<file path="config.mk">
export PLATFORM = sky130hd
export DESIGN_NAME = fwft_fifo
export DESIGN_NICKNAME = d
export VERILOG_FILES = /design/src/source/axi_ram_pkg.sv /design/src/source/fwft_fifo.sv
export SDC_FILE = /design/constraint.sdc
export NUM_CORES = 1
export LEC_CHECK = 0
export BUFFER_PORTS_ARGS = -buffer_cell sky130_fd_sc_hd__buf_2
export CORE_AREA = 2 2 229 186
export CTS_BUF_LIST = sky130_fd_sc_hd__clkbuf_16
export DETAILED_ROUTE_END_ITERATION = 16
export DIE_AREA = 0 0 231 188
export MAX_ROUTING_LAYER = met4
export PLACE_DENSITY = 0.66
export SYNTH_ARGS = -nofsm -noshare
export SYNTH_HDL_FRONTEND = slang
export SYNTH_SLANG_ARGS = --single-unit
</file>
<file path="constraint.sdc">
create_clock -name s_axi_aclk -period 8.1 [get_ports s_axi_aclk]
set_clock_uncertainty 0.2 [all_clocks]
set_input_delay 1.62 -clock s_axi_aclk [delete_from_list [all_inputs] [get_ports s_axi_aclk]]
set_output_delay 1.62 -clock s_axi_aclk [all_outputs]
set_load 0.005 [all_outputs]
</file>
<file path="src/source/axi_ram_pkg.sv">
package axi_ram_pkg;

  // bus geometry
  parameter int data_width = 32;
  parameter int addr_width = 12;             // byte address
  parameter int id_width   = 4;
  parameter int strb_width = data_width / 8;
  parameter int word_offset = $clog2(strb_width); // address bits below one word

  // defaults, overridden from the top level
  parameter int fifo_depth  = 16;
  parameter int ram_latency = 3;

  typedef logic [7:0] len_t;                 // beats minus one

  typedef enum logic [1:0] {
    wr_idle,
    wr_burst,
    wr_resp
  } write_state_e;

  typedef enum logic {
    rd_idle,
    rd_issue
  } read_state_e;

endpackage

</file>
<file path="src/source/fwft_fifo.sv">
`timescale 1ns/1ps

module fwft_fifo import axi_ram_pkg::*; #(
  parameter int width      = data_width,
  parameter int fifo_depth = axi_ram_pkg::fifo_depth
) (
  input  logic                              s_axi_aclk,
  input  logic                              s_axi_aresetn,
  input  logic                              push,
  input  logic [width-1:0]                  din,
  input  logic                              pop,
  output logic [width-1:0]                  dout,
  output logic                              full,
  output logic                              empty,
  output logic [$clog2(fifo_depth+1)-1:0]   count
);

  localparam int ptr_width = $clog2(fifo_depth);
  localparam int cnt_width = $clog2(fifo_depth + 1);

  logic [width-1:0]     mem [0:fifo_depth-1];
  logic [ptr_width-1:0] wr_ptr;
  logic [ptr_width-1:0] rd_ptr;
  logic                 do_push;
  logic                 do_pop;

  assign do_push = push && !full;   // pushes into a full fifo are dropped
  assign do_pop  = pop && !empty;

  assign full  = (count == cnt_width'(fifo_depth));
  assign empty = (count == '0);
  assign dout  = mem[rd_ptr];       // head word always on the output

  always_ff @(posedge s_axi_aclk)
  begin
    if (do_push)
      mem[wr_ptr] <= din;
  end

  always_ff @(posedge s_axi_aclk or negedge s_axi_aresetn)
  begin
    if (!s_axi_aresetn)
    begin
      wr_ptr <= '0;
      rd_ptr <= '0;
      count  <= '0;
    end
    else
    begin
      if (do_push)
        wr_ptr <= (wr_ptr == ptr_width'(fifo_depth - 1)) ? '0 : wr_ptr + ptr_width'(1);
      if (do_pop)
        rd_ptr <= (rd_ptr == ptr_width'(fifo_depth - 1)) ? '0 : rd_ptr + ptr_width'(1);
      case ({do_push, do_pop})
        2'b10:   count <= count + cnt_width'(1);
        2'b01:   count <= count - cnt_width'(1);
        default: count <= count; // both or neither, occupancy unchanged
      endcase
    end
  end

endmodule

</file>
== Word level (Yosys, flattened, before mapping) ==
Memories as Yosys holds them, arrays and structs flattened.
Index checks and enable logic that the tools add are counted.

* Output and inout bits: 39
* Input port bits: 36
* RAM bits: 512
* Word-level logic and storage cells: 24
* Memories kept: 1
* Register bits after elaboration: 13

{| class="wikitable"
|+ Memory list
! name !! depth !! bits a word !! rd ports !! clocked after Yosys merged registers in !! wr ports !! RTL line !! RTL
|-
| mem || 16 || 32 || 1 || 0 || 1 || fwft_fifo.sv:21 || <nowiki>logic [width-1:0] mem [0:fifo_depth-1];</nowiki>
|}

* Equality and inequality tests: 5
* Multiplexer cells: 5
* Reduce and logical (&&, ||, !) cells: 6
* Add/subtract/negate cells: 4

{| class="wikitable"
|+ Operator list
! cell !! number
|-
| $pmux 5 s2 || 1
|-
| $add 4x1->4 const B || 2
|-
| $eq 4x4->1 const B || 2
|-
| $mux 4 || 2
|-
| $add 5x1->5 const B || 1
|-
| $eq 5x5->1 const B || 1
|-
| $logic_not 5->1 || 1
|-
| $sub 5x1->5 const B || 1
|-
| $eq 2x1->1 const B || 1
|-
| $eq 2x2->1 const B || 1
|-
| $logic_and 1x1->1 || 2
|-
| $logic_not 1->1 || 2
|-
| $mux 1 || 2
|-
| $reduce_bool 2->1 || 1
|}

== Longest topological paths before layout ==
* Depth in word-level cells: 5
* Depth in mapped cells: 10
* Gate-level depth less buffers: 9

== Worst setup path before layout ==
No wires, ideal clock.

* Kind: input port to flip-flop
* Start: input port push
* End: memory mem[0][0] (netlist name) (enable)
* Arrival time: 4.339 ns
* Setup time: 0.461 ns
* Data required time: 7.439 ns
* Cell stages on the path: 4
* Path buffers: 1
* Path slack: 3.100 ns
* Cells stage by stage: a21boi_0 > buf_2 > nand2_1 > nor3_1

* Word-level cells in the longest chain between the ends: 3

{| class="wikitable"
|+ Ends and longest elaborated chain
! what !! RTL line !! RTL
|-
| start, declared || fwft_fifo.sv:9 || <nowiki>input logic push,</nowiki>
|-
| $logic_and 1x1->1 || fwft_fifo.sv:27 || <nowiki>assign do_push = push && !full;</nowiki>
|-
| $mux 1 || fwft_fifo.sv:36 || <nowiki>if (do_push)</nowiki>
|-
| $mux 1 (not written as such) || fwft_fifo.sv:37 || <nowiki>mem[wr_ptr] <= din;</nowiki>
|-
| end, declared || fwft_fifo.sv:21 ||
|}

Every way passes these cells.

== Worst setup path in the final report ==
* Start: register rd_ptr[0]
* End: output port dout[21]

* Word-level cells in the longest chain between the ends: 1

{| class="wikitable"
|+ Ends and longest elaborated chain
! what !! RTL line !! RTL
|-
| start, declared || fwft_fifo.sv:23 || <nowiki>logic [ptr_width-1:0] rd_ptr;</nowiki>
|-
| start signal, assigned || fwft_fifo.sv:53 || <nowiki>rd_ptr <= (rd_ptr == ptr_width'(fifo_depth - 1)) ? '0 : rd_ptr + ptr_width'(1);</nowiki>
|-
| $mem_v2 16x32 || - ||
|-
| end, declared || fwft_fifo.sv:12 || <nowiki>output logic [width-1:0] dout,</nowiki>
|}

Every way passes these cells.

==> out/qor.tcl <==
set qor(worst-endpoint-required_ns) 6.28
set qor(area_share_of_fa_ha_maj_cells_after_synthesis) 0.00649
set qor(viasPerCell) 5.92
set qor(post_cts_gate_resize_count) 0
set qor(avgSynthCellArea_um2) 21.5
set qor(timing_worst_setup_path_type) {reg2out}
set qor(min_path_type) {reg2reg}
set qor(yosys.area.top_type) {edfxtp_1}
set qor(arrival_ns) 3.39
set qor(ir_drop_worst_vdd_v) 0.000218
set qor(worst_hold_startpoint) {count[2]$_DFFE_PN0P_}
set qor(ctsLongestPathBuffers) 3
set qor(synth_mux_area_frac) 0.157
set qor(floorplan.initialDensity) 0.495
set qor(cts_tree) {yes}
set qor(timing.critical_path.buf_inv) 2
set qor(post-dp-hpwl_um) 22500
set qor(yosysSeqAreaShare) 0.769
set qor(crit_slowest_cell) {buf_4}
set qor(synth_cell_types) 39
set qor(synthesis.nets) 996
set qor(die-width_um) 231
set qor(drtPass1Iterations) 5
set qor(gr-usage-met2) 0.314
set qor(outcome) {complete, no violations}
set qor(detailedPlace.worstSlack_ns) 3.34
set qor(r2r_slack_ns) 4.53
set qor(path_max_fanout) 51
set qor(synth-edff-count) 512
set qor(gate_count_of_the_mapped_netlist) 950
set qor(grt_antenna_before_repair) 2
set qor(drive_above_1_share) 0.267
set qor(flip_flop_cell_with_the_highest_count_after_synthesis) {edfxtp_1}
set qor(htreeDepth) 2
set qor(cts_num_sinks) 525
set qor(rsz0062_at_grt) {false}
set qor(num_vias) 9718
set qor(yosys.area_share.xor_xnor) 0.00257
set qor(timing_hold_violations_final) 0
set qor(route.detailed.drc) 0
set qor(critical_path.reg2reg.endpoint) {mem[7][10]$_DFFE_PP_}
set qor(netlist_top_cells_count) {edfxtp_1, mux2i_1, mux4_2}
set qor(post_cts_hold_buffer_count) 0
set qor(finalSetupViolCount) 0
set qor(routed_wirelength_um) 42300
set qor(finalCoreUtilization) 0.564
set qor(floorplan.die.height_um) 188
set qor(yosysMostFrequentCell) {edfxtp_1}
set qor(yosys_register_bits) 525
set qor(worst_r2r_startpoint) {count[0]$_DFFE_PN0P_}
set qor(asyncSetResetFlopFracSynth) 0.0248
set qor(maximum_clock_frequency_mhz) 192
set qor(critical_path.endpoint_type) {output pin}
set qor(yosys.area_share.simple) 0.00925
set qor(final.setup.worst_slack_ns) 2.89
set qor(power_per_cell_area_nw_per_um2) 350
set qor(i_o_pin_count) 75
set qor(top_usage_layer) {met2}
set qor(clkLatencyLatePin_ns) 0.56
set qor(first_global_vias) 9899
set qor(aggregate_global_routing_overflow) 0
set qor(die_area_um2) 43400
set qor(final_period_minus_worst_setup_slack_ns) 5.21
set qor(portBuffers) 74
set qor(groute.layer.met1.usage) 0.295
set qor(clk_pin_slew_ns) 0.06
set qor(yosys-top-cells-area) {edfxtp_1, mux4_2, mux2i_1, dfrtp_1, a32oi_1}
set qor(max-cap-violations) 0
set qor(dominant_combinational_cell_family_by_area_after_synthesis) {multiplexers}
set qor(synth_area_um2) 20400
set qor(synth_top_area_frac) 0.753
set qor(drt_iter0_markers) 819
set qor(final_max_slew_viol_count) 0
set qor(postCtsSetupBuffers) 0
set qor(critical_path.startpoint_type) {flop}
set qor(max_slew_margin) 0.197
set qor(ff2ff_path_depth) 5
set qor(floorplan_row_count) 67
set qor(area_delta_synth_final_pct) 13.8
set qor(finalCritPeriodShare) 0.644
set qor(synth-compound-area-share) 0.0390
set qor(gpl.final_weighted_congestion) 0.727
set qor(cp_cell_sequence) {buf_4, mux4_2, a32oi_1, o21ai_1, buf_2}
set qor(max_stage_delay_ns) 0.89
set qor(global_route.usage.met3) 0.0324
set qor(grt.total_usage) 0.206
set qor(coreArea_um2) 41200
set qor(hold_path_depth) 2
set qor(worstMarginPinSlew_ns) 1.20
set qor(p_leak_uw) 0.00765
set qor(cpLargestDelayFamily) {buffers and inverters}
set qor(grt_start_max_net_pins) 70
set qor(cts_made_buffers) 50
set qor(drtAntennaViolNets) 0
set qor(clock-root-buffer) {clkbuf_16}
set qor(ys.warnings.count) 0
set qor(fin_setup_tns_ns) 0
set qor(nNetsFinal) 1094
set qor(whs_endpoint) {count[2]$_DFFE_PN0P_}
set qor(first_pass_grt_wire_length_um) 63800
set qor(detail_route.wl_per_cell_um) 25.8
[per-stage QoR]
step / hold slack [ns] / cells / total power (uW) / cell area, um2
2_1_floorplan: 0.327 / 950 / 5040 / 20400
5_1_grt: 0.414 / 1641 / 8520 / 23200
6_report: 0.365 / 1641 / 8140 / 23200
3_3_place_gp: 0.345 / 1548 / 5770 / 21500
4_1_cts: 0.377 / 1639 / 8240 / 23200
3_5_place_dp: 0.364 / 1548 / 5810 / 21500
[worst max path at each step]
| stage | startpoint | slack, ns | cells after the start | endpoint |
|---|---|---|---|---|
| 2_1_floorplan | push | 3.10 | 4 | mem[0][0]$_DFFE_PP_ |
| 4_1_cts | rd_ptr[0]$_DFFE_PN0P_ | 2.73 | 5 | dout[21] |
| 3_5_place_dp | rd_ptr[0]$_DFFE_PN0P_ | 3.34 | 5 | dout[21] |
| 3_3_place_gp | rd_ptr[0]$_DFFE_PN0P_ | 3.37 | 5 | dout[21] |
| 6_report | rd_ptr[0]$_DFFE_PN0P_ | 2.89 | 5 | dout[21] |
| 5_1_grt | rd_ptr[0]$_DFFE_PN0P_ | 2.61 | 5 | dout[21] |
[sequential cells by signal, indices dropped and copies added, names as in the netlist]
| signal | cells |
|---|---|
| wr_ptr | 4 |
| count | 5 |
| mem | 512 |
| rd_ptr | 4 |
[tightest hold or removal path: cells and delay by family, from the launching register on]
| family | cells | cell delay (ns) |
|---|---|---|
| flip-flops | 1 | 0.40 |
| AND/OR/NAND/NOR | 1 | 0.06 |
| AO/OA/AOI/OAI | 1 | 0.07 |
[report_power, final]
group,internal (uW),switching [uW]
sequential,3260,267
clock,1460,969
combinational,1010,1180
[layout make-up]
type                            instances  area, um2
Sequential cell                       525      15700
Multi-Input combinational cell        366       4510
Inverter                                4       15.0
Clock inverter                         38        403
Fill cell                            3069      18000
Timing Repair Buffer                  101        586
Tap cell                              552        691
Antenna cell                            2       5.00
Clock buffer                           53       1330
[routing by layer]
| layer | part of all wire | up-vias |
|---|---|---|
| met5 | 0 | - |
| met4 | 0.016 | 0 |
| met3 | 0.054 | 57 |
| met1 | 0.45 | 5208 |
| li1 | - | 4198 |
| met2 | 0.48 | 255 |
[cells in the final DEF (no fill, tap or decap), types with 3 or more instances in the layout]
| cell | n |
|---|---|
| edfxtp_1 | 512 |
| mux2i_1 | 97 |
| mux4_2 | 87 |
| buf_2 | 74 |
| clkbuf_16 | 53 |
| a22oi_1 | 32 |
| a32oi_1 | 32 |
| o21ai_1 | 32 |
| buf_4 | 26 |
| nor2_4 | 13 |
| inv_1 | 11 |
| nand2_1 | 10 |
| clkinv_1 | 10 |
| dfrtp_1 | 10 |
| mux4_1 | 9 |
| ha_1 | 9 |
| clkinv_2 | 9 |
| bufinv_16 | 9 |
| o21ai_0 | 5 |
| xnor2_1 | 5 |
| nor3_2 | 4 |
| a21oi_1 | 3 |
| nand3_1 | 3 |
| dfrtp_4 | 3 |
[kinds of logic after synthesis]
kind of cell             after synthesis
AND/OR/NAND/NOR                       41
XOR/XNOR                               6
buffers and inverters                 59
multiplexers                         196
flip-flops                           525
adder cells (fa/ha/maj)               10
AO/OA/AOI/OAI                        113
Power figures use the tool's default switching activity.
