==> src/source/axi_ram_pkg.sv <==
package axi_ram_pkg;

  // bus geometry
  parameter int data_width = 32;
  parameter int addr_width = 12;             // byte address
  parameter int id_width   = 4;
  parameter int strb_width = data_width / 8;
  parameter int word_offset = $clog2(strb_width); // address bits below one word

  // defaults, overridden from the top level
  parameter int fifo_depth  = 16;
  parameter int ram_latency = 3;

  typedef logic [7:0] len_t;                 // beats minus one

  typedef enum logic [1:0] {
    wr_idle,
    wr_burst,
    wr_resp
  } write_state_e;

  typedef enum logic {
    rd_idle,
    rd_issue
  } read_state_e;

endpackage

==> src/source/ram_port_if.sv <==
`timescale 1ns/1ps

interface ram_port_if import axi_ram_pkg::*; ();

  // write port, driven by the write burst fsm
  logic                            wr_en;
  logic [addr_width-1:word_offset] wr_addr; // word address
  logic [data_width-1:0]           wr_data;
  logic [strb_width-1:0]           wr_strb;

  // read port, data comes back a fixed number of cycles later
  logic                            rd_en;
  logic [addr_width-1:word_offset] rd_addr;
  logic [data_width-1:0]           rd_data;

  modport wr_master (output wr_en, wr_addr, wr_data, wr_strb);
  modport rd_master (output rd_en, rd_addr, input rd_data);
  modport ram (input wr_en, wr_addr, wr_data, wr_strb, rd_en, rd_addr, output rd_data);

endinterface

==> src/source/burst_addr_counter.sv <==
`timescale 1ns/1ps

module burst_addr_counter import axi_ram_pkg::*; (
  input  logic                            s_axi_aclk,
  input  logic                            s_axi_aresetn,
  input  logic                            load,
  input  logic [addr_width-1:0]           start_addr, // byte address
  input  len_t                            len,
  input  logic                            step,
  output logic [addr_width-1:word_offset] addr,       // word address
  output logic                            last
);

  localparam int waddr_width = addr_width - word_offset;

  len_t remain; // beats left after the current one

  assign last = (remain == '0);

  always_ff @(posedge s_axi_aclk or negedge s_axi_aresetn)
  begin
    if (!s_axi_aresetn)
    begin
      addr   <= '0;
      remain <= '0;
    end
    else if (load)
    begin
      addr   <= start_addr[addr_width-1:word_offset]; // low bits dropped, word aligned
      remain <= len;
    end
    else if (step)
    begin
      // one word per beat, wraps at the top of the array
      addr <= addr + waddr_width'(1);
      if (!last)
        remain <= remain - len_t'(1);
    end
  end

endmodule

==> src/source/read_burst_fsm.sv <==
`timescale 1ns/1ps

module read_burst_fsm import axi_ram_pkg::*; #(
  parameter int fifo_depth  = axi_ram_pkg::fifo_depth,
  parameter int ram_latency = axi_ram_pkg::ram_latency
) (
  input  logic                                s_axi_aclk,
  input  logic                                s_axi_aresetn,
  input  logic [id_width-1:0]                 arid,
  input  logic [addr_width-1:0]               araddr,
  input  len_t                                arlen,
  input  logic                                arvalid,
  output logic                                arready,
  input  logic [$clog2(fifo_depth+1)-1:0]     ret_count,  // return fifo occupancy
  output logic                                ret_push,
  output logic [id_width-1:0]                 ret_id,
  output logic                                ret_last,
  ram_port_if.rd_master                       ram_rd
);

  localparam int cnt_width = $clog2(fifo_depth + ram_latency + 1);
  localparam int sum_width = cnt_width + 1;

  read_state_e           state;
  logic                  ar_hs;
  logic                  beat_last;
  logic [id_width-1:0]   rid_q;
  logic [cnt_width-1:0]  in_flight;
  logic [sum_width-1:0]  credit_sum;
  logic                  credit_ok;
  logic [ram_latency-1:0] stage_valid;
  logic [id_width-1:0]   stage_id   [0:ram_latency-1];
  logic                  stage_last [0:ram_latency-1];

  burst_addr_counter u_addr_cnt (
    .s_axi_aclk    (s_axi_aclk),
    .s_axi_aresetn (s_axi_aresetn),
    .load          (ar_hs),
    .start_addr    (araddr),
    .len           (arlen),
    .step          (ram_rd.rd_en),
    .addr          (ram_rd.rd_addr),
    .last          (beat_last)
  );

  assign arready = (state == rd_idle);
  assign ar_hs   = arvalid && arready;

  always_comb
  begin
    in_flight = '0;
    for (int i = 0; i < ram_latency; i++)
      in_flight = in_flight + cnt_width'(stage_valid[i]);
  end

  // queued plus in flight must leave room for one more beat
  assign credit_sum   = sum_width'(ret_count) + sum_width'(in_flight);
  assign credit_ok    = (credit_sum < sum_width'(fifo_depth));
  assign ram_rd.rd_en = (state == rd_issue) && credit_ok;

  always_ff @(posedge s_axi_aclk or negedge s_axi_aresetn)
  begin
    if (!s_axi_aresetn)
      state <= rd_idle;
    else if (ar_hs)
      state <= rd_issue;
    else if (ram_rd.rd_en && beat_last)
      state <= rd_idle; // pipeline drains on its own
  end

  always_ff @(posedge s_axi_aclk)
  begin
    if (ar_hs)
      rid_q <= arid;
  end

  // valid/id/last travel beside the ram read latency
  always_ff @(posedge s_axi_aclk or negedge s_axi_aresetn)
  begin
    if (!s_axi_aresetn)
      stage_valid <= '0;
    else
      for (int i = 0; i < ram_latency; i++)
        stage_valid[i] <= (i == 0) ? ram_rd.rd_en : stage_valid[i-1];
  end

  always_ff @(posedge s_axi_aclk)
  begin
    stage_id[0]   <= rid_q;
    stage_last[0] <= beat_last;
    for (int i = 1; i < ram_latency; i++)
    begin
      stage_id[i]   <= stage_id[i-1];
      stage_last[i] <= stage_last[i-1];
    end
  end

  assign ret_push = stage_valid[ram_latency-1]; // lines up with ram rd_data
  assign ret_id   = stage_id[ram_latency-1];
  assign ret_last = stage_last[ram_latency-1];

endmodule

==> src/flat_wrapper.sv <==
// flat-port wrapper written by rule: the top's interface ports become plain ports
module read_burst_fsm_flat import axi_ram_pkg::*;
#(
  parameter int fifo_depth  = axi_ram_pkg::fifo_depth,
  parameter int ram_latency = axi_ram_pkg::ram_latency
)
  (s_axi_aclk, s_axi_aresetn, arid, araddr, arlen, arvalid, arready, ret_count, ret_push, ret_id, ret_last, ram_rd_rd_en, ram_rd_rd_addr, ram_rd_rd_data);
  ram_port_if ram_rd_i ();
  input  logic s_axi_aclk;
  input  logic s_axi_aresetn;
  input  logic [id_width-1:0] arid;
  input  logic [addr_width-1:0] araddr;
  input  len_t arlen;
  input  logic arvalid;
  output logic arready;
  input  logic [$clog2(fifo_depth+1)-1:0] ret_count;
  output logic ret_push;
  output logic [id_width-1:0] ret_id;
  output logic ret_last;
  output wire logic [$bits(ram_rd_i.rd_en)-1:0] ram_rd_rd_en;
  output wire logic [$bits(ram_rd_i.rd_addr)-1:0] ram_rd_rd_addr;
  input wire logic [$bits(ram_rd_i.rd_data)-1:0] ram_rd_rd_data;
  assign ram_rd_rd_en = ram_rd_i.rd_en;
  assign ram_rd_rd_addr = ram_rd_i.rd_addr;
  assign ram_rd_i.rd_data = ram_rd_rd_data;
  read_burst_fsm #(.fifo_depth(fifo_depth), .ram_latency(ram_latency)) u_core (.s_axi_aclk(s_axi_aclk), .s_axi_aresetn(s_axi_aresetn), .arid(arid), .araddr(araddr), .arlen(arlen), .arvalid(arvalid), .arready(arready), .ret_count(ret_count), .ret_push(ret_push), .ret_id(ret_id), .ret_last(ret_last), .ram_rd(ram_rd_i));
endmodule
==> config.mk <==
export PLATFORM = sky130hd
export DESIGN_NAME = read_burst_fsm_flat
export DESIGN_NICKNAME = d
export VERILOG_FILES = /design/src/source/axi_ram_pkg.sv /design/src/source/ram_port_if.sv /design/src/source/burst_addr_counter.sv /design/src/source/read_burst_fsm.sv /design/src/flat_wrapper.sv
export SDC_FILE = /design/constraint.sdc
export NUM_CORES = 1
export LEC_CHECK = 0
export ABC_AREA = 1
export BUFFER_PORTS_ARGS = -buffer_cell sky130_fd_sc_hd__buf_2
export CAP_MARGIN = 20
export CORE_MARGIN = 5
export CORE_UTILIZATION = 43
export CTS_CLUSTER_DIAMETER = 50
export DETAILED_ROUTE_END_ITERATION = 7
export PLACE_DENSITY = 0.87
export SYNTH_ARGS = -nofsm -noshare
export SYNTH_HDL_FRONTEND = slang
export SYNTH_SLANG_ARGS = --single-unit
export TNS_END_PERCENT = 50
==> constraint.sdc <==
create_clock -name s_axi_aclk -period 2 [get_ports s_axi_aclk]
set_input_delay 0.1 -clock s_axi_aclk [delete_from_list [all_inputs] [get_ports s_axi_aclk]]
set_output_delay 0.1 -clock s_axi_aclk [all_outputs]
set_load 0.02 [all_outputs]
# Yosys cells after proc, flatten, opt, wreduce, memory -nomap -nowiden
# Memories as Yosys holds them, arrays and structs flattened.
# Cells that the tools add are included.
[totals]
reg_bits = 26
ram_bits = 15
inputBits = 64
output_inout_bits = 18
n_memories = 2
[memory_table]
columns = ["name", "words", "width", "read_ports", "rd_ports_with_merged_regs", "write_ports", "line", "rtl"]
rows = [
  ["u_core.stage_id", 3, 4, 3, 0, 3, "read_burst_fsm.sv:32", "logic [id_width-1:0] stage_id [0:ram_latency-1];"],
  ["u_core.stage_last", 3, 1, 3, 0, 3, "read_burst_fsm.sv:33", "logic stage_last [0:ram_latency-1];"],
]
[op_classes]
add_sub_neg = 5
n_lt_le_gt_ge = 1
eq_ne = 1
mux = 7
bitwise = 1
n_reduce_logical = 7
[op_table]
columns = ["op", "count"]
rows = [
  ["$mux 8", 3],
  ["$mux 10", 2],
  ["$add 10x1->10 const B", 1],
  ["$logic_not 8->1", 1],
  ["$sub 8x1->8 const B", 1],
  ["$add 5x5->6", 1],
  ["$lt 6x5->1 const B", 1],
  ["$add 5x1->5", 1],
  ["$reduce_bool 2->1", 2],
  ["$logic_and 1x1->1", 3],
  ["$add 1x1->2", 1],
  ["$mux 1", 2],
  ["$ne 2x1->1 const B", 1],
  ["$reduce_and 2->1", 1],
  ["$not 1->1", 1],
]

# Longest topological paths before layout
[depth]
word_depth = 8
ltp_mapped = 12
depth_no_buf = 12

# Hierarchy
# A second synthesis with hierarchy kept.
[unflattened]
hier_cells = 221
hier_area_um2 = 1879.3
[by_module_without_submodules]
columns = ["module", "n_inst", "cells_each", "area_per_inst_um2", "seq_area_each_um2"]
rows = [
  ["burst_addr_counter", 1, 172, 1199.9, 450.4],
  ["read_burst_fsm", 1, 49, 679.4, 520.5],
]

# Worst setup path after synthesis
# Ideal clock, no wire load.
[synth_timing]
path_type = "register to register"
from = "register u_core.stage_valid[0]"
to = "register u_core.u_addr_cnt.addr[9] in the netlist's numbering"
setup_ns = 0.117
t_arrival_ns = 1.874
t_required_ns = 1.883
path_slack_ns = 0.009
path_stages_with_launch = 13
period_less_slack_ns = 1.991
cell_sequence = "dfrtp_1 -> ha_1 -> ha_1 -> ha_1 -> ha_1 -> nand2_1 -> inv_1 -> nand2_1 -> nand3_4 -> nand2_2 -> inv_1 -> nand2_1 -> nand2_1"
[synth_via]
elab_chain_cells = 6
[synth_rtl]
columns = ["item", "line", "rtl"]
rows = [
  ["start: declaration", "read_burst_fsm.sv:31", "logic [ram_latency-1:0] stage_valid;"],
  ["start signal: indexed assignment", "read_burst_fsm.sv:84", "stage_valid[i] <= (i == 0) ? ram_rd.rd_en : stage_valid[i-1];"],
  ["$add 1x1->2", "read_burst_fsm.sv:53", "in_flight = in_flight + cnt_width'(stage_valid[i]);"],
  ["$add 5x1->5", "read_burst_fsm.sv:53", ""],
  ["$add 5x5->6", "read_burst_fsm.sv:57", "assign credit_sum = sum_width'(ret_count) + sum_width'(in_flight);"],
  ["$lt 6x5->1", "read_burst_fsm.sv:58", "assign credit_ok = (credit_sum < sum_width'(fifo_depth));"],
  ["$logic_and 1x1->1", "read_burst_fsm.sv:59", "assign ram_rd.rd_en = (state == rd_issue) && credit_ok;"],
  ["$reduce_bool 2->1 (no source line)", "--", ""],
  ["end signal: assignment", "burst_addr_counter.sv:29", "addr <= start_addr[addr_width-1:word_offset];"],
  ["end signal: assignment", "burst_addr_counter.sv:35", "addr <= addr + waddr_width'(1);"],
  ["end: declaration", "burst_addr_counter.sv:10", "output logic [addr_width-1:word_offset] addr,"],
]
# No other way between the ends.
# A chain may end at the register's enable or synchronous reset.

# Worst setup path in the final report
[layout_timing]
from = "register u_core.stage_valid[0]"
to = "output ram_rd_rd_en"
[layout_via]
elab_chain_cells = 5
[layout_rtl]
columns = ["item", "line", "rtl"]
rows = [
  ["$add 1x1->2", "read_burst_fsm.sv:53", ""],
  ["$add 5x1->5", "read_burst_fsm.sv:53", ""],
  ["$add 5x5->6", "read_burst_fsm.sv:57", ""],
  ["$lt 6x5->1", "read_burst_fsm.sv:58", ""],
  ["$logic_and 1x1->1", "read_burst_fsm.sv:59", ""],
  ["end: declaration", "flat_wrapper.sv:20", "output wire logic [$bits(ram_rd_i.rd_en)-1:0] ram_rd_rd_en;"],
]
# No other way between the ends.

==> out/results.ini <==
[setup_path]
cp-endpoint = ram_rd_rd_en
rr_startpoint = u_core.stage_valid[0]$_DFF_PN0_
slowest_delay_ns = 0.39
critical_path.max_fanout = 2
arrival_ns = 2.06
cp_common_cell = ha_4
worstPathBufferInverterCount = 5
rrSetupSlack_ns = -0.06
cp.depth = 12
worstReg2RegEnd = u_core.u_addr_cnt.addr[9]$_DFFE_PN0P_
required_ns = 1.90
start_kind = flop
cpMaxStageDelayCell = dfrtp_1
worstPathCellList = buf_6 > ha_4 > ha_4 > ha_4 > ha_4 > nand2_2 > inv_2 > nand2_2 > nand3_4 > buf_6 > inv_4 > buf_6
critical_path.startpoint = u_core.stage_valid[0]$_DFF_PN0_
critical_path_class = reg -> out
ff2ff_path_depth = 14
cp-end-kind = output port
crit_family = adder cells

[drt]
viasPerCell = 4.70
drt_first_pass_iters = 4
wl_um = 4510
drt_iter0_drc = 53
dr_total_vias = 1769
drc = 0
wire_per_inst_um = 12.0
drt.antenna.violating_nets = 0

[yosys]
yosysSeqAreaShare = 0.473
synth_area_per_cell_sq_um = 7.90
yosys.cell_types.count = 29
async_flop_share = 0.537
synth_nets = 333
syn-cell-area_sq_mm = 0.00205
ys_top_cells_by_count = nand2_1, inv_1, dfrtp_1
syn_inst = 260
synth_top_area_frac = 0.268
yosys_warnings = 0
synth.area.top_cells = dfrtp_1, nand2_1, dfxtp_1
synth-seq-cells = 41
synth_ff_type = dfrtp_1
synth_edf_count = 4
synth_most_common_cell = nand2_1
yosysTopAreaCell = dfrtp_1

[floorplanning]
die_area_sq_mm = 0.00626
fp-row-count = 25
core_sq_mm = 0.00469
die_width_um = 79.1
pin_count = 82
die_h_um = 79.1
initial_core_util = 0.438

[sta]
fin_worst_skew_ns = 0.00627
setup_slack_ns = -0.156
worst_slew_margin_rel = 0.659
period_share = 1.08
slew_violations = 0
tightestPinTransition_ns = 0.512
finalCriticalPeriod_ns = 2.16
fmax_mhz = 464
setup_viol = 11
rsz0062_at_grt = true
finalHoldViolCount = 0

[clock_network]
clk_latency_ns = 0.30
clock_path_buffers = 2
clk_pin_slew_ns = 0.08
htree_num_levels = 2
cts_made_buffers = 5
cts_sinks = 41
cts-root-buf = clkbuf_8
cts_tree = yes

[global_route]
grt_remaining_overflow = 0
first_global_vias = 1733
grt_pass1_wl_um = 7610
grt_antenna_before_repair = 0
grt_max_degree = 23
grtUsageTotal = 0.154

[power]
leakagePower_nw = 1.41
ir_drop_mv = 0.660
total_power_mw = 3.48
power_density_mw_per_mm2 = 1300

[placement]
gp_congestion = 0.808
place_area_sq_mm = 0.00234
pre_cts_slack_ns = -0.118
dp_hpwl_um = 3200
io_buffers = 47

[outcome]
violations = negative setup slack
status = complete, but fails checks

[final_layout]
area_growth_pct = 30.9
fillers = 431
nets = 394
finalInstanceArea_sq_mm = 0.00269
n_antenna_cell = 0
drive_above_1_share = 0.339

[job]
cap_violations = 0

[min_path]
hold_class = in -> reg

==> registers in the layout, summed over array words and instances (netlist names) <==
register and count:
u_core.stage_id 12, u_core.u_addr_cnt.addr 10, u_core.u_addr_cnt.remain 8, u_core.rid_q 4
u_core.stage_last 3, u_core.stage_valid 3, u_core.state 1
==> per-layer routing <==
| layer | global-route usage | up-vias | wire (um) |
|---|---|---|---|
| met2 | 0.258 | 45 | 2160 |
| met1 | 0.190 | 791 | 2040 |
| met5 | 0 | - | 0 |
| met4 | 0.0515 | 0 | 68 |
| li1 | - | 927 | - |
| met3 | 0.0408 | 6 | 237 |
==> worst min-delay path: stages <==
cell and delay [ns]:
buf_2 0.11, o22ai_2 0.08, inv_1 0.05
==> layout by cell type, fill, tap and decap left out, drive strengths merged, types with 2 or more instances in the layout <==
cell type	count
edfxtp	4
dlygate4sd3	5
buf	58
dfrtp	22
o21ai	12
dfxtp	15
inv	32
nor2	14
clkbuf	5
or2	2
nand2	113
nand3	19
ha	8
nand4	4
==> power breakdown <==
part,internal (mW),switching [mW]
Clock,0.374,0.306
Sequential,1.05,0.222
Combinational,0.613,0.921
Total,2.04,1.45
==> layout make-up <==
cell class              count  area, sq um  share of cell area
well taps                  54         67.6              0.0251
inverters                  32          123              0.0456
flip-flops and latches     41          971               0.361
clock buffers               5         68.8              0.0256
repair buffers             63          402               0.149
clock inverters             3         46.3              0.0172
multi-input cells         178         1010               0.376
==> metrics by stage <==
step	instances	TNS, ns	hold slack, ns	utilization
3_5_place_dp	359	-1.56	0.0997	0.500
5_1_grt	376	-1.96	0.0929	0.573
4_1_cts	374	-0.618	0.0639	0.550
2_1_floorplan	260	0	-0.196	-
6_report	376	-0.589	0.0790	0.573
3_3_place_gp	359	-0.605	0.0955	0.500
==> worst min-delay path by stage <==
stage / from / to / slack, ns / depth (start not counted)
floorplan: s_axi_aresetn / u_core.stage_valid[0]$_DFF_PN0_ / -0.20 / 0
global placement: s_axi_aresetn / u_core.u_addr_cnt.remain[3]$_DFFE_PN0P_ / 0.1 / 1
detailed placement: s_axi_aresetn / u_core.u_addr_cnt.remain[3]$_DFFE_PN0P_ / 0.1 / 1
CTS: arvalid / u_core.state$_DFFE_PN0P_ / 0.06 / 3
global route: arvalid / u_core.state$_DFFE_PN0P_ / 0.09 / 3
finish: arvalid / u_core.state$_DFFE_PN0P_ / 0.08 / 3
==> cell families (layout without fill, tap and decap cells) <==
family | Yosys count | in the layout | synth area share
fa+ha+maj | 9 | 9 | 0.0585
xor+xnor | 1 | 1 | 0.00426
simple gates | 152 | 152 | 0.322
compound gates | 16 | 16 | 0.0463
flops | 41 | 41 | 0.473
buf+inv | 41 | 103 | 0.0962
==> what timing repair did <==
item	4_1_cts	5_1_grt
gates resized for setup	15	20
buffers inserted	2	2
setup endpoints to repair	20	20
hold buffers	5	0
hold endpoints to repair	26	0
pin swaps	3	7
Power figures use the tool's default switching activity.
