[config.mk]
export PLATFORM = sky130hd
export DESIGN_NAME = write_burst_fsm_flat
export DESIGN_NICKNAME = d
export VERILOG_FILES = /design/src/source/axi_ram_pkg.sv /design/src/source/ram_port_if.sv /design/src/source/burst_addr_counter.sv /design/src/source/write_burst_fsm.sv /design/src/flat_wrapper.sv
export SDC_FILE = /design/constraint.sdc
export NUM_CORES = 1
export LEC_CHECK = 0
export ABC_AREA = 0
export BUFFER_PORTS_ARGS = -buffer_cell sky130_fd_sc_hd__buf_2
export CELL_PAD_IN_SITES_DETAIL_PLACEMENT = 0
export CELL_PAD_IN_SITES_GLOBAL_PLACEMENT = 1
export CORE_UTILIZATION = 29
export CTS_CLUSTER_SIZE = 8
export DETAILED_ROUTE_END_ITERATION = 10
export PLACE_DENSITY = 0.89
export SLEW_MARGIN = 20
export SYNTH_ARGS = -nofsm -noshare
export SYNTH_HDL_FRONTEND = slang
export SYNTH_SLANG_ARGS = --single-unit
[constraint.sdc]
create_clock -name s_axi_aclk -period 3.65 [get_ports s_axi_aclk]
set_input_delay 0.73 -clock s_axi_aclk [delete_from_list [all_inputs] [get_ports s_axi_aclk]]
set_output_delay 0.73 -clock s_axi_aclk [all_outputs]
set_load 0.02 [all_outputs]
[src/source/axi_ram_pkg.sv]
package axi_ram_pkg;

  // bus geometry
  parameter int data_width = 32;
  parameter int addr_width = 12;             // byte address
  parameter int id_width   = 4;
  parameter int strb_width = data_width / 8;
  parameter int word_offset = $clog2(strb_width); // address bits below one word

  // defaults, overridden from the top level
  parameter int fifo_depth  = 16;
  parameter int ram_latency = 3;

  typedef logic [7:0] len_t;                 // beats minus one

  typedef enum logic [1:0] {
    wr_idle,
    wr_burst,
    wr_resp
  } write_state_e;

  typedef enum logic {
    rd_idle,
    rd_issue
  } read_state_e;

endpackage

[src/source/ram_port_if.sv]
`timescale 1ns/1ps

interface ram_port_if import axi_ram_pkg::*; ();

  // write port, driven by the write burst fsm
  logic                            wr_en;
  logic [addr_width-1:word_offset] wr_addr; // word address
  logic [data_width-1:0]           wr_data;
  logic [strb_width-1:0]           wr_strb;

  // read port, data comes back a fixed number of cycles later
  logic                            rd_en;
  logic [addr_width-1:word_offset] rd_addr;
  logic [data_width-1:0]           rd_data;

  modport wr_master (output wr_en, wr_addr, wr_data, wr_strb);
  modport rd_master (output rd_en, rd_addr, input rd_data);
  modport ram (input wr_en, wr_addr, wr_data, wr_strb, rd_en, rd_addr, output rd_data);

endinterface

[src/source/burst_addr_counter.sv]
`timescale 1ns/1ps

module burst_addr_counter import axi_ram_pkg::*; (
  input  logic                            s_axi_aclk,
  input  logic                            s_axi_aresetn,
  input  logic                            load,
  input  logic [addr_width-1:0]           start_addr, // byte address
  input  len_t                            len,
  input  logic                            step,
  output logic [addr_width-1:word_offset] addr,       // word address
  output logic                            last
);

  localparam int waddr_width = addr_width - word_offset;

  len_t remain; // beats left after the current one

  assign last = (remain == '0);

  always_ff @(posedge s_axi_aclk or negedge s_axi_aresetn)
  begin
    if (!s_axi_aresetn)
    begin
      addr   <= '0;
      remain <= '0;
    end
    else if (load)
    begin
      addr   <= start_addr[addr_width-1:word_offset]; // low bits dropped, word aligned
      remain <= len;
    end
    else if (step)
    begin
      // one word per beat, wraps at the top of the array
      addr <= addr + waddr_width'(1);
      if (!last)
        remain <= remain - len_t'(1);
    end
  end

endmodule

[src/source/write_burst_fsm.sv]
`timescale 1ns/1ps

module write_burst_fsm import axi_ram_pkg::*; (
  input  logic                  s_axi_aclk,
  input  logic                  s_axi_aresetn,
  // write command queue
  input  logic                  cmd_empty,
  input  logic [addr_width-1:0] cmd_addr,
  input  len_t                  cmd_len,
  input  logic [id_width-1:0]   cmd_id,
  output logic                  cmd_pop,
  // write data queue
  input  logic                  wdat_empty,
  input  logic [data_width-1:0] wdat_data,
  input  logic [strb_width-1:0] wdat_strb,
  output logic                  wdat_pop,
  // write response
  output logic [id_width-1:0]   bid,
  output logic                  bvalid,
  input  logic                  bready,
  ram_port_if.wr_master         ram_wr
);

  write_state_e state;
  write_state_e state_nxt;
  logic         beat_last;
  logic         step;

  burst_addr_counter u_addr_cnt (
    .s_axi_aclk    (s_axi_aclk),
    .s_axi_aresetn (s_axi_aresetn),
    .load          (cmd_pop),
    .start_addr    (cmd_addr),
    .len           (cmd_len),
    .step          (step),
    .addr          (ram_wr.wr_addr),
    .last          (beat_last)
  );

  // a burst starts only once its first beat is queued
  assign cmd_pop  = (state == wr_idle) && !cmd_empty && !wdat_empty;
  assign wdat_pop = (state == wr_burst) && !wdat_empty;
  assign step     = wdat_pop;

  assign ram_wr.wr_en   = wdat_pop; // beat goes to the ram in the pop cycle
  assign ram_wr.wr_data = wdat_data;
  assign ram_wr.wr_strb = wdat_strb;

  assign bvalid = (state == wr_resp);

  always_comb
  begin
    state_nxt = state;
    case (state)
      wr_idle:  if (cmd_pop) state_nxt = wr_burst;
      wr_burst: if (wdat_pop && beat_last) state_nxt = wr_resp;
      wr_resp:  if (bready) state_nxt = wr_idle; // held until accepted
      default:  state_nxt = wr_idle;
    endcase
  end

  always_ff @(posedge s_axi_aclk or negedge s_axi_aresetn)
  begin
    if (!s_axi_aresetn)
      state <= wr_idle;
    else
      state <= state_nxt;
  end

  // id stays put through the whole burst and the response
  always_ff @(posedge s_axi_aclk)
  begin
    if (cmd_pop)
      bid <= cmd_id;
  end

endmodule

[src/flat_wrapper.sv]
// flat-port wrapper written by rule: the top's interface ports become plain ports
module write_burst_fsm_flat import axi_ram_pkg::*;
  (s_axi_aclk, s_axi_aresetn, cmd_empty, cmd_addr, cmd_len, cmd_id, cmd_pop, wdat_empty, wdat_data, wdat_strb, wdat_pop, bid, bvalid, bready, ram_wr_wr_en, ram_wr_wr_addr, ram_wr_wr_data, ram_wr_wr_strb);
  ram_port_if ram_wr_i ();
  input  logic s_axi_aclk;
  input  logic s_axi_aresetn;
  input  logic cmd_empty;
  input  logic [addr_width-1:0] cmd_addr;
  input  len_t cmd_len;
  input  logic [id_width-1:0] cmd_id;
  output logic cmd_pop;
  input  logic wdat_empty;
  input  logic [data_width-1:0] wdat_data;
  input  logic [strb_width-1:0] wdat_strb;
  output logic wdat_pop;
  output logic [id_width-1:0] bid;
  output logic bvalid;
  input  logic bready;
  output wire logic [$bits(ram_wr_i.wr_en)-1:0] ram_wr_wr_en;
  output wire logic [$bits(ram_wr_i.wr_addr)-1:0] ram_wr_wr_addr;
  output wire logic [$bits(ram_wr_i.wr_data)-1:0] ram_wr_wr_data;
  output wire logic [$bits(ram_wr_i.wr_strb)-1:0] ram_wr_wr_strb;
  assign ram_wr_wr_en = ram_wr_i.wr_en;
  assign ram_wr_wr_addr = ram_wr_i.wr_addr;
  assign ram_wr_wr_data = ram_wr_i.wr_data;
  assign ram_wr_wr_strb = ram_wr_i.wr_strb;
  write_burst_fsm u_core (.s_axi_aclk(s_axi_aclk), .s_axi_aresetn(s_axi_aresetn), .cmd_empty(cmd_empty), .cmd_addr(cmd_addr), .cmd_len(cmd_len), .cmd_id(cmd_id), .cmd_pop(cmd_pop), .wdat_empty(wdat_empty), .wdat_data(wdat_data), .wdat_strb(wdat_strb), .wdat_pop(wdat_pop), .bid(bid), .bvalid(bvalid), .bready(bready), .ram_wr(ram_wr_i));
endmodule
## After elaboration in Yosys (flattened, before gate mapping)

Cells that the tools add are included.

- $add $sub $neg: 2
- Eq/ne operators: 6
- Muxes and demuxes: 9
- Reductions and logical operators: 11

Operators by type and width:

| cell | number |
|---|---|
| $mux W8 | 3 |
| $mux W10 | 2 |
| $add A10 B1 Y10 const B | 1 |
| $logic_not A8 Y1 | 1 |
| $sub A8 B1 Y8 const B | 1 |
| $mux W2 | 3 |
| $ne A2 B2 Y1 const B | 3 |
| $pmux W2 S3 | 1 |
| $logic_and A1 B1 Y1 | 4 |
| $reduce_and A3 Y1 | 1 |
| $eq A2 B1 Y1 const B | 1 |
| $eq A2 B2 Y1 const B | 1 |
| $logic_not A1 Y1 | 2 |
| $logic_not A2 Y1 | 1 |
| $ne A2 B1 Y1 const B | 1 |
| $reduce_and A2 Y1 | 1 |
| $reduce_bool A2 Y1 | 1 |

- Bits in registers: 24
- Input bits: 65
- Output and inout bits: 54
- Logic and storage cells: 32

## Depth between registers and ports, before layout

Gate-level depths: netlist of the first run.

- Depth in word-level cells: 5
- Mapped depth: 6
- Mapped depth without buffers: 6

## By module

From an unflattened synthesis of the first run, not the netlist that was laid out.

- Cells, all modules: 164
- Area total of the unflattened synthesis: 1539.0 um2

By module, submodules not included:

| module | instances | cells an instance | area an instance (um2) | sequential area each (um2) |
|---|---|---|---|---|
| burst_addr_counter | 1 | 112 | 1019.7 | 450.4 |
| write_burst_fsm | 1 | 52 | 519.2 | 170.2 |

## Worst setup path before layout of the first run

No wires, ideal clock.

- Path type: input-to-output
- Start: in wdat_empty
- End: out cmd_pop
- Arrival time: 1638 ps
- Data required time: 2920 ps
- Path slack: 1282 ps
- Stages: 3
- Buffers on the path: 1
- Cell sequence: or4_1 clkinv_1 buf_2

- Word-level cells in the longest chain between the ends: 2

Ends and longest elaborated chain:

| element | RTL line | text |
|---|---|---|
| start, declared | flat_wrapper.sv:12 | `input logic wdat_empty;` |
| $logic_not A1 Y1 | write_burst_fsm.sv:41 | `assign cmd_pop = (state == wr_idle) && !cmd_empty && !wdat_empty;` |
| $logic_and A1 B1 Y1 | write_burst_fsm.sv:41 |  |
| end, declared | flat_wrapper.sv:11 | `output logic cmd_pop;` |

No other way between the ends.

## Worst setup path in the final report of the first run

Ends and elaborated chain as after synthesis.

==> impl_metrics.ini, run 1 <==
[floorplan]
core_area_um2 = 5140
fp-row-count = 26
initial_core_util = 0.302
die_h_um = 75.2
die_x_um = 75.2
die_area_um2 = 5650
ios = 119

[clock_network]
root_buffer = clkbuf_8
clock_sinks = 24
cts_resized = 0
post-cts-setup-buffer-count = 0
htreeDepth = 1
path_clk_slew_ps = 80
clock_latency_ps = 260
cts_tree = done
clockBufferDepth = 2
holdBufCountCts = 0
cts_made_buffers = 3

[yosys]
synth_area_leader_cell = dfrtp_1
syn_area_um2 = 1550
ys_seq_elements = 24
synth-seq-area-share = 0.400
synthTopCellsByArea = dfrtp_1 32%, buf_4 18%, edfxtp_1 7.7%
synth_edf_count = 4
syn_area_per_cell_um2 = 9.13
synth_cell_types = 40
syn-num-nets = 238
postSynthCellCount = 170
ys_warn_count = 0
synth_top_area_frac = 0.322
async_flop_share = 0.833
synth_ff_type = dfrtp_1

[setup_path]
worstPathCellList = buf_2 > or4_1 > clkinv_1 > buf_2
path_class = in -> out
reg2reg_from = u_core.u_addr_cnt.remain[0]$_DFFE_PN0P_
cpMostUsedCell = buf_2
cp-startpoint = wdat_empty
cp.required_ps = 2920
crit_fanout = 11
r2r_end = u_core.u_addr_cnt.remain[3]$_DFFE_PN0P_
endpoint_kind = output pin
ff2ff_path_depth = 6
cp-endpoint = cmd_pop
startpoint_type = primary input
slowest_stage = or4_1
r2r_slack_ps = 1670
slowest_delay_ps = 700
arrival_ps = 1880

[route]
viasPerCell = 4.55
dr.pass1.iters = 5
drt_iter0_drc = 57
wire_per_inst_um = 12.0
finalWirelength_mm = 2.97
num_vias = 1129
drcViolationCount = 0
ant_nets = 0

[place]
dp_cells = 244
gp_congestion = 0.804
dp_hpwl_mm = 2.25
portBuffers = 44
place_area_um2 = 1570

[cells_and_area]
design_area_um2 = 1620
fin_nets = 247
stdcell_count = 248
antenna_cells = 0
final_cell_mix = 44 x buf_2, 20 x nand2_1, 20 x dfrtp_1
final_common_cell = buf_2
layout-drive-gt1-share = 0.303
area_delta_synth_final_pct = 4.35

[pwr]
power_mw = 1.18
ir_worst_vdd_v = 0.000195
power_leakage_nw = 0.720
p_per_area_nw_per_um2 = 729

[timing]
fin_crit_ps = 2610
rsz0062_at_grt = false
fin_skew_ps = 5.20
finalHoldViolations = 0
fin_crit_sh = 0.715
tns_ps = 0
tightest_slew_ps = 837
slew_viol_final = 0
clock.fmax_ghz = 0.383
maxSlewHeadroom = 0.434
setup_violations = 0
hold_slack_ps = 397

[global_routing]
grt_max_degree = 32
overflow = 0
grt_pass1_vias = 1032
grt_use_met2 = 0.192
grt_use_met1 = 0.127
gr-max-usage-layer = met2
grtUsageTotal = 0.110
met3_usage = 0.0415
grt_pass1_wl_mm = 4.66
antenna_found_initial = 0

[job]
cap_violations = 0

[run_status]
outcome = finished clean

[min_path]
hold_class = in -> async
critical path: cells and delay by family:
kind | cells | cell delay [ps]
buffers and inverters | 3 | 440
AND/OR/NAND/NOR | 1 | 700
state kept, by name (all words and copies together), names as in the netlist:
name                      cells
u_core.bid                    4
u_core.u_addr_cnt.addr       10
u_core.state                  2
u_core.u_addr_cnt.remain      8
Yosys cell counts (all sizes together), types with 2 or more instances:
cell type  number
nor2            8
nand2          20
buf            40
ha              3
dfrtp          20
o21ai          13
xor2            4
inv             5
a31oi           3
nand4           3
nand3          11
nor3            3
or3             5
clkinv          2
a21oi           4
edfxtp          4
xnor2           6
report_power, final:
| part | leakage [nW] | switching [mW] | internal (mW) |
|---|---|---|---|
| registers | 0.278 | 0.120 | 0.382 |
| logic | 0.413 | 0.290 | 0.211 |
| clock network | 0.0288 | 0.0815 | 0.0962 |
cell type report:
class | instances | area (um^2)
fill | 581 | 3520
sequential | 24 | 621
multi-input combinational | 98 | 598
timing repair buffer | 45 | 228
tap | 70 | 87.6
clock buffer | 4 | 55.1
inverter | 7 | 31.3
worst min-delay path by stage:
stage / slack [ps] / start / depth (start not counted) / endpoint
after detailed placement: 560 / u_core.u_addr_cnt.addr[11]$_DFFE_PN0P_ / 2 / u_core.u_addr_cnt.addr[11]$_DFFE_PN0P_
after floorplan: 430 / s_axi_aresetn / 0 / u_core.state[0]$_DFFE_PN0P_
after global placement: 550 / u_core.u_addr_cnt.addr[11]$_DFFE_PN0P_ / 2 / u_core.u_addr_cnt.addr[11]$_DFFE_PN0P_
after CTS: 410 / s_axi_aresetn / 1 / u_core.u_addr_cnt.addr[4]$_DFFE_PN0P_
after global routing: 440 / s_axi_aresetn / 1 / u_core.u_addr_cnt.addr[3]$_DFFE_PN0P_
final: 400 / s_axi_aresetn / 1 / u_core.u_addr_cnt.addr[4]$_DFFE_PN0P_
logic make-up after synthesis:
| logic type | synth area share |
|---|---|
| buffers and inverters | 0.215 |
| adder cells (fa/ha/maj) | 0.0242 |
| AND/OR/NAND/NOR | 0.213 |
| flip-flops | 0.400 |
| XOR/XNOR | 0.0564 |
| AO/OA/AOI/OAI | 0.0854 |
| multiplexers | 0.00645 |
per-stage QoR:
step           setup slack, ps   util
2_1_floorplan             1280      -
3_3_place_gp              1050  0.305
3_5_place_dp              1050  0.305
4_1_cts                   1050  0.315
5_1_grt                   1000  0.315
6_report                  1040  0.315
routing by layer:
metal  vias to the layer above  share of wire
met2                        45           0.49
li1                        553              -
met3                         0          0.070
met5                         -              0
met4                         0              0
met1                       531           0.44
No activity file was read; power rests on OpenSTA's default activity.
==> run 2, diff against run 1 <==
Settings changed: CORE_UTILIZATION 29 to 24, PLACE_DENSITY 0.89 to 0.79.
Clock period 3.65 ns to 2.4 ns, I/O delays scaled along.
==> run 2 against run 1 <==
Critical path depth is 1 lower. Sequential share of layout area is 0.92 points lower. Count of clock-buffer cells in the layout unchanged. Largest power group is now combinational cells.
==> impl_metrics.ini, run 2 (same netlist as run 1, synthesis figures left out) <==
[cells_and_area]
final_common_cell = buf_2
layout-drive-gt1-share = 0.315
fin_nets = 250
final_cell_mix = 44 x buf_2, 20 x nand2_1, 20 x dfrtp_1
area_delta_synth_final_pct = 6.93
top_regs = u_core.u_addr_cnt.addr (10), u_core.u_addr_cnt.remain (8), u_core.bid (4)
largest_register = u_core.u_addr_cnt.addr
design_area_um2 = 1660
antenna_cells = 0
largest_reg_flops = 10

[setup_path]
ff2ff_path_depth = 5
worstPathCellList = or3b_1 > clkinv_4 > buf_2
arrival_ps = 1570
cpLargestDelayFamily = simple AND/OR/NAND/NOR gates
path_class = reg -> out
r2r_slack_ps = 630
startpoint_type = flop
reg2reg_from = u_core.state[1]$_DFFE_PN0P_
cp.required_ps = 1920
endpoint_kind = output pin
crit_fanout = 10
slowest_stage = or3b_1
path_buf_inv = 2
slowest_delay_ps = 550
r2r_end = u_core.u_addr_cnt.remain[7]$_DFFE_PN0P_

[route]
num_vias = 1107
drt_iter0_drc = 21
drcViolationCount = 0
finalWirelength_mm = 3.17
viasPerCell = 4.32
wire_per_inst_um = 12.4
ant_nets = 0
dr.pass1.iters = 4

[clock_network]
htreeDepth = 1
post-cts-setup-buffer-count = 0
cts_resized = 0
clock_latency_ps = 270
clockBufferDepth = 2
cts_made_buffers = 3
path_clk_slew_ps = 90
root_buffer = clkbuf_8
cts_tree = done
clock_sinks = 24
holdBufCountCts = 0

[floorplan]
die_h_um = 82.4
die_x_um = 82.4
ios = 119
fp-row-count = 28
die_area_um2 = 6800
core_area_um2 = 6100
initial_core_util = 0.255

[timing]
setup_violations = 0
fin_ws_ps = 350
clock.fmax_ghz = 0.488
tightest_slew_ps = 490
fin_crit_ps = 2050
finalHoldViolations = 0
tns_ps = 0
hold_slack_ps = 153
slew_viol_final = 0
maxSlewHeadroom = 0.673
rsz0062_at_grt = false
fin_crit_sh = 0.854
fin_skew_ps = 8.33

[run_status]
outcome = finished clean

[global_routing]
grt_pass1_wl_mm = 5.39
antenna_found_initial = 0
grt_pass1_vias = 1165
grt_max_degree = 21
overflow = 0
grtUsageTotal = 0.104

[pwr]
ir_worst_vdd_v = 0.000380
p_per_area_nw_per_um2 = 1120
power_leakage_nw = 0.740
power_mw = 1.86

[place]
dpl_worst_slack_ps = 413
place_area_um2 = 1590
portBuffers = 44
gp_congestion = 0.735
dp_hpwl_mm = 2.40

[job]
cap_violations = 0

[min_path]
hold_class = in -> async
## run 2: changes by cell type in the layout (fill, tap and decap cells not counted), sizes merged
| cell | change |
|---|---|
| buf | +3 |
## run 2: power breakdown
| part | switching [mW] | leakage, nW | total, mW | internal [mW] |
|---|---|---|---|---|
| registers | 0.185 | 0.278 | 0.766 | 0.581 |
| logic | 0.445 | 0.428 | 0.776 | 0.331 |
| clock network | 0.137 | 0.0339 | 0.319 | 0.181 |
| total | 0.768 | 0.740 | 1.86 | 1.09 |
## run 2: layout make-up
class | instances | area [um^2]
fillers | 694 | 4440
flip-flops and latches | 24 | 621
multi-input cells | 98 | 598
repair buffers | 48 | 250
well taps | 75 | 93.8
clock buffers | 4 | 66.3
inverters | 7 | 31.3
## run 2: metal layers
layer	track usage	up-vias	part of all wire
met2	0.174	41	0.46
met3	0.0297	0	0.088
met4	0.0263	0	0
met1	0.130	506	0.46
li1	-	560	-
met5	0	-	0
## run 2: worst max path at each step
stage | end | start | depth (start not counted) | slack (ps)
2_1_floorplan | cmd_pop | wdat_empty | 3 | 530
3_3_place_gp | wdat_pop | wdat_empty | 4 | 460
3_5_place_dp | u_core.u_addr_cnt.remain[7]$_DFFE_PN0P_ | wdat_empty | 6 | 410
4_1_cts | wdat_pop | u_core.state[1]$_DFFE_PN0P_ | 3 | 310
5_1_grt | wdat_pop | u_core.state[1]$_DFFE_PN0P_ | 3 | 230
6_report | wdat_pop | u_core.state[1]$_DFFE_PN0P_ | 3 | 350
## run 2: worst reg2reg max path: cells and delay by family, from the launching register on
| family | cells | cell delay (ps) |
|---|---|---|
| AND/OR/NAND/NOR | 3 | 960 |
| AO/OA/AOI/OAI | 1 | 170 |
| buffers and inverters | 1 | 160 |
| flip-flops | 1 | 420 |
## run 2: through the flow
stage,instances,utilization
2_1_floorplan,170,-
3_3_place_gp,252,0.261
3_5_place_dp,252,0.261
4_1_cts,256,0.272
5_1_grt,256,0.272
6_report,256,0.272
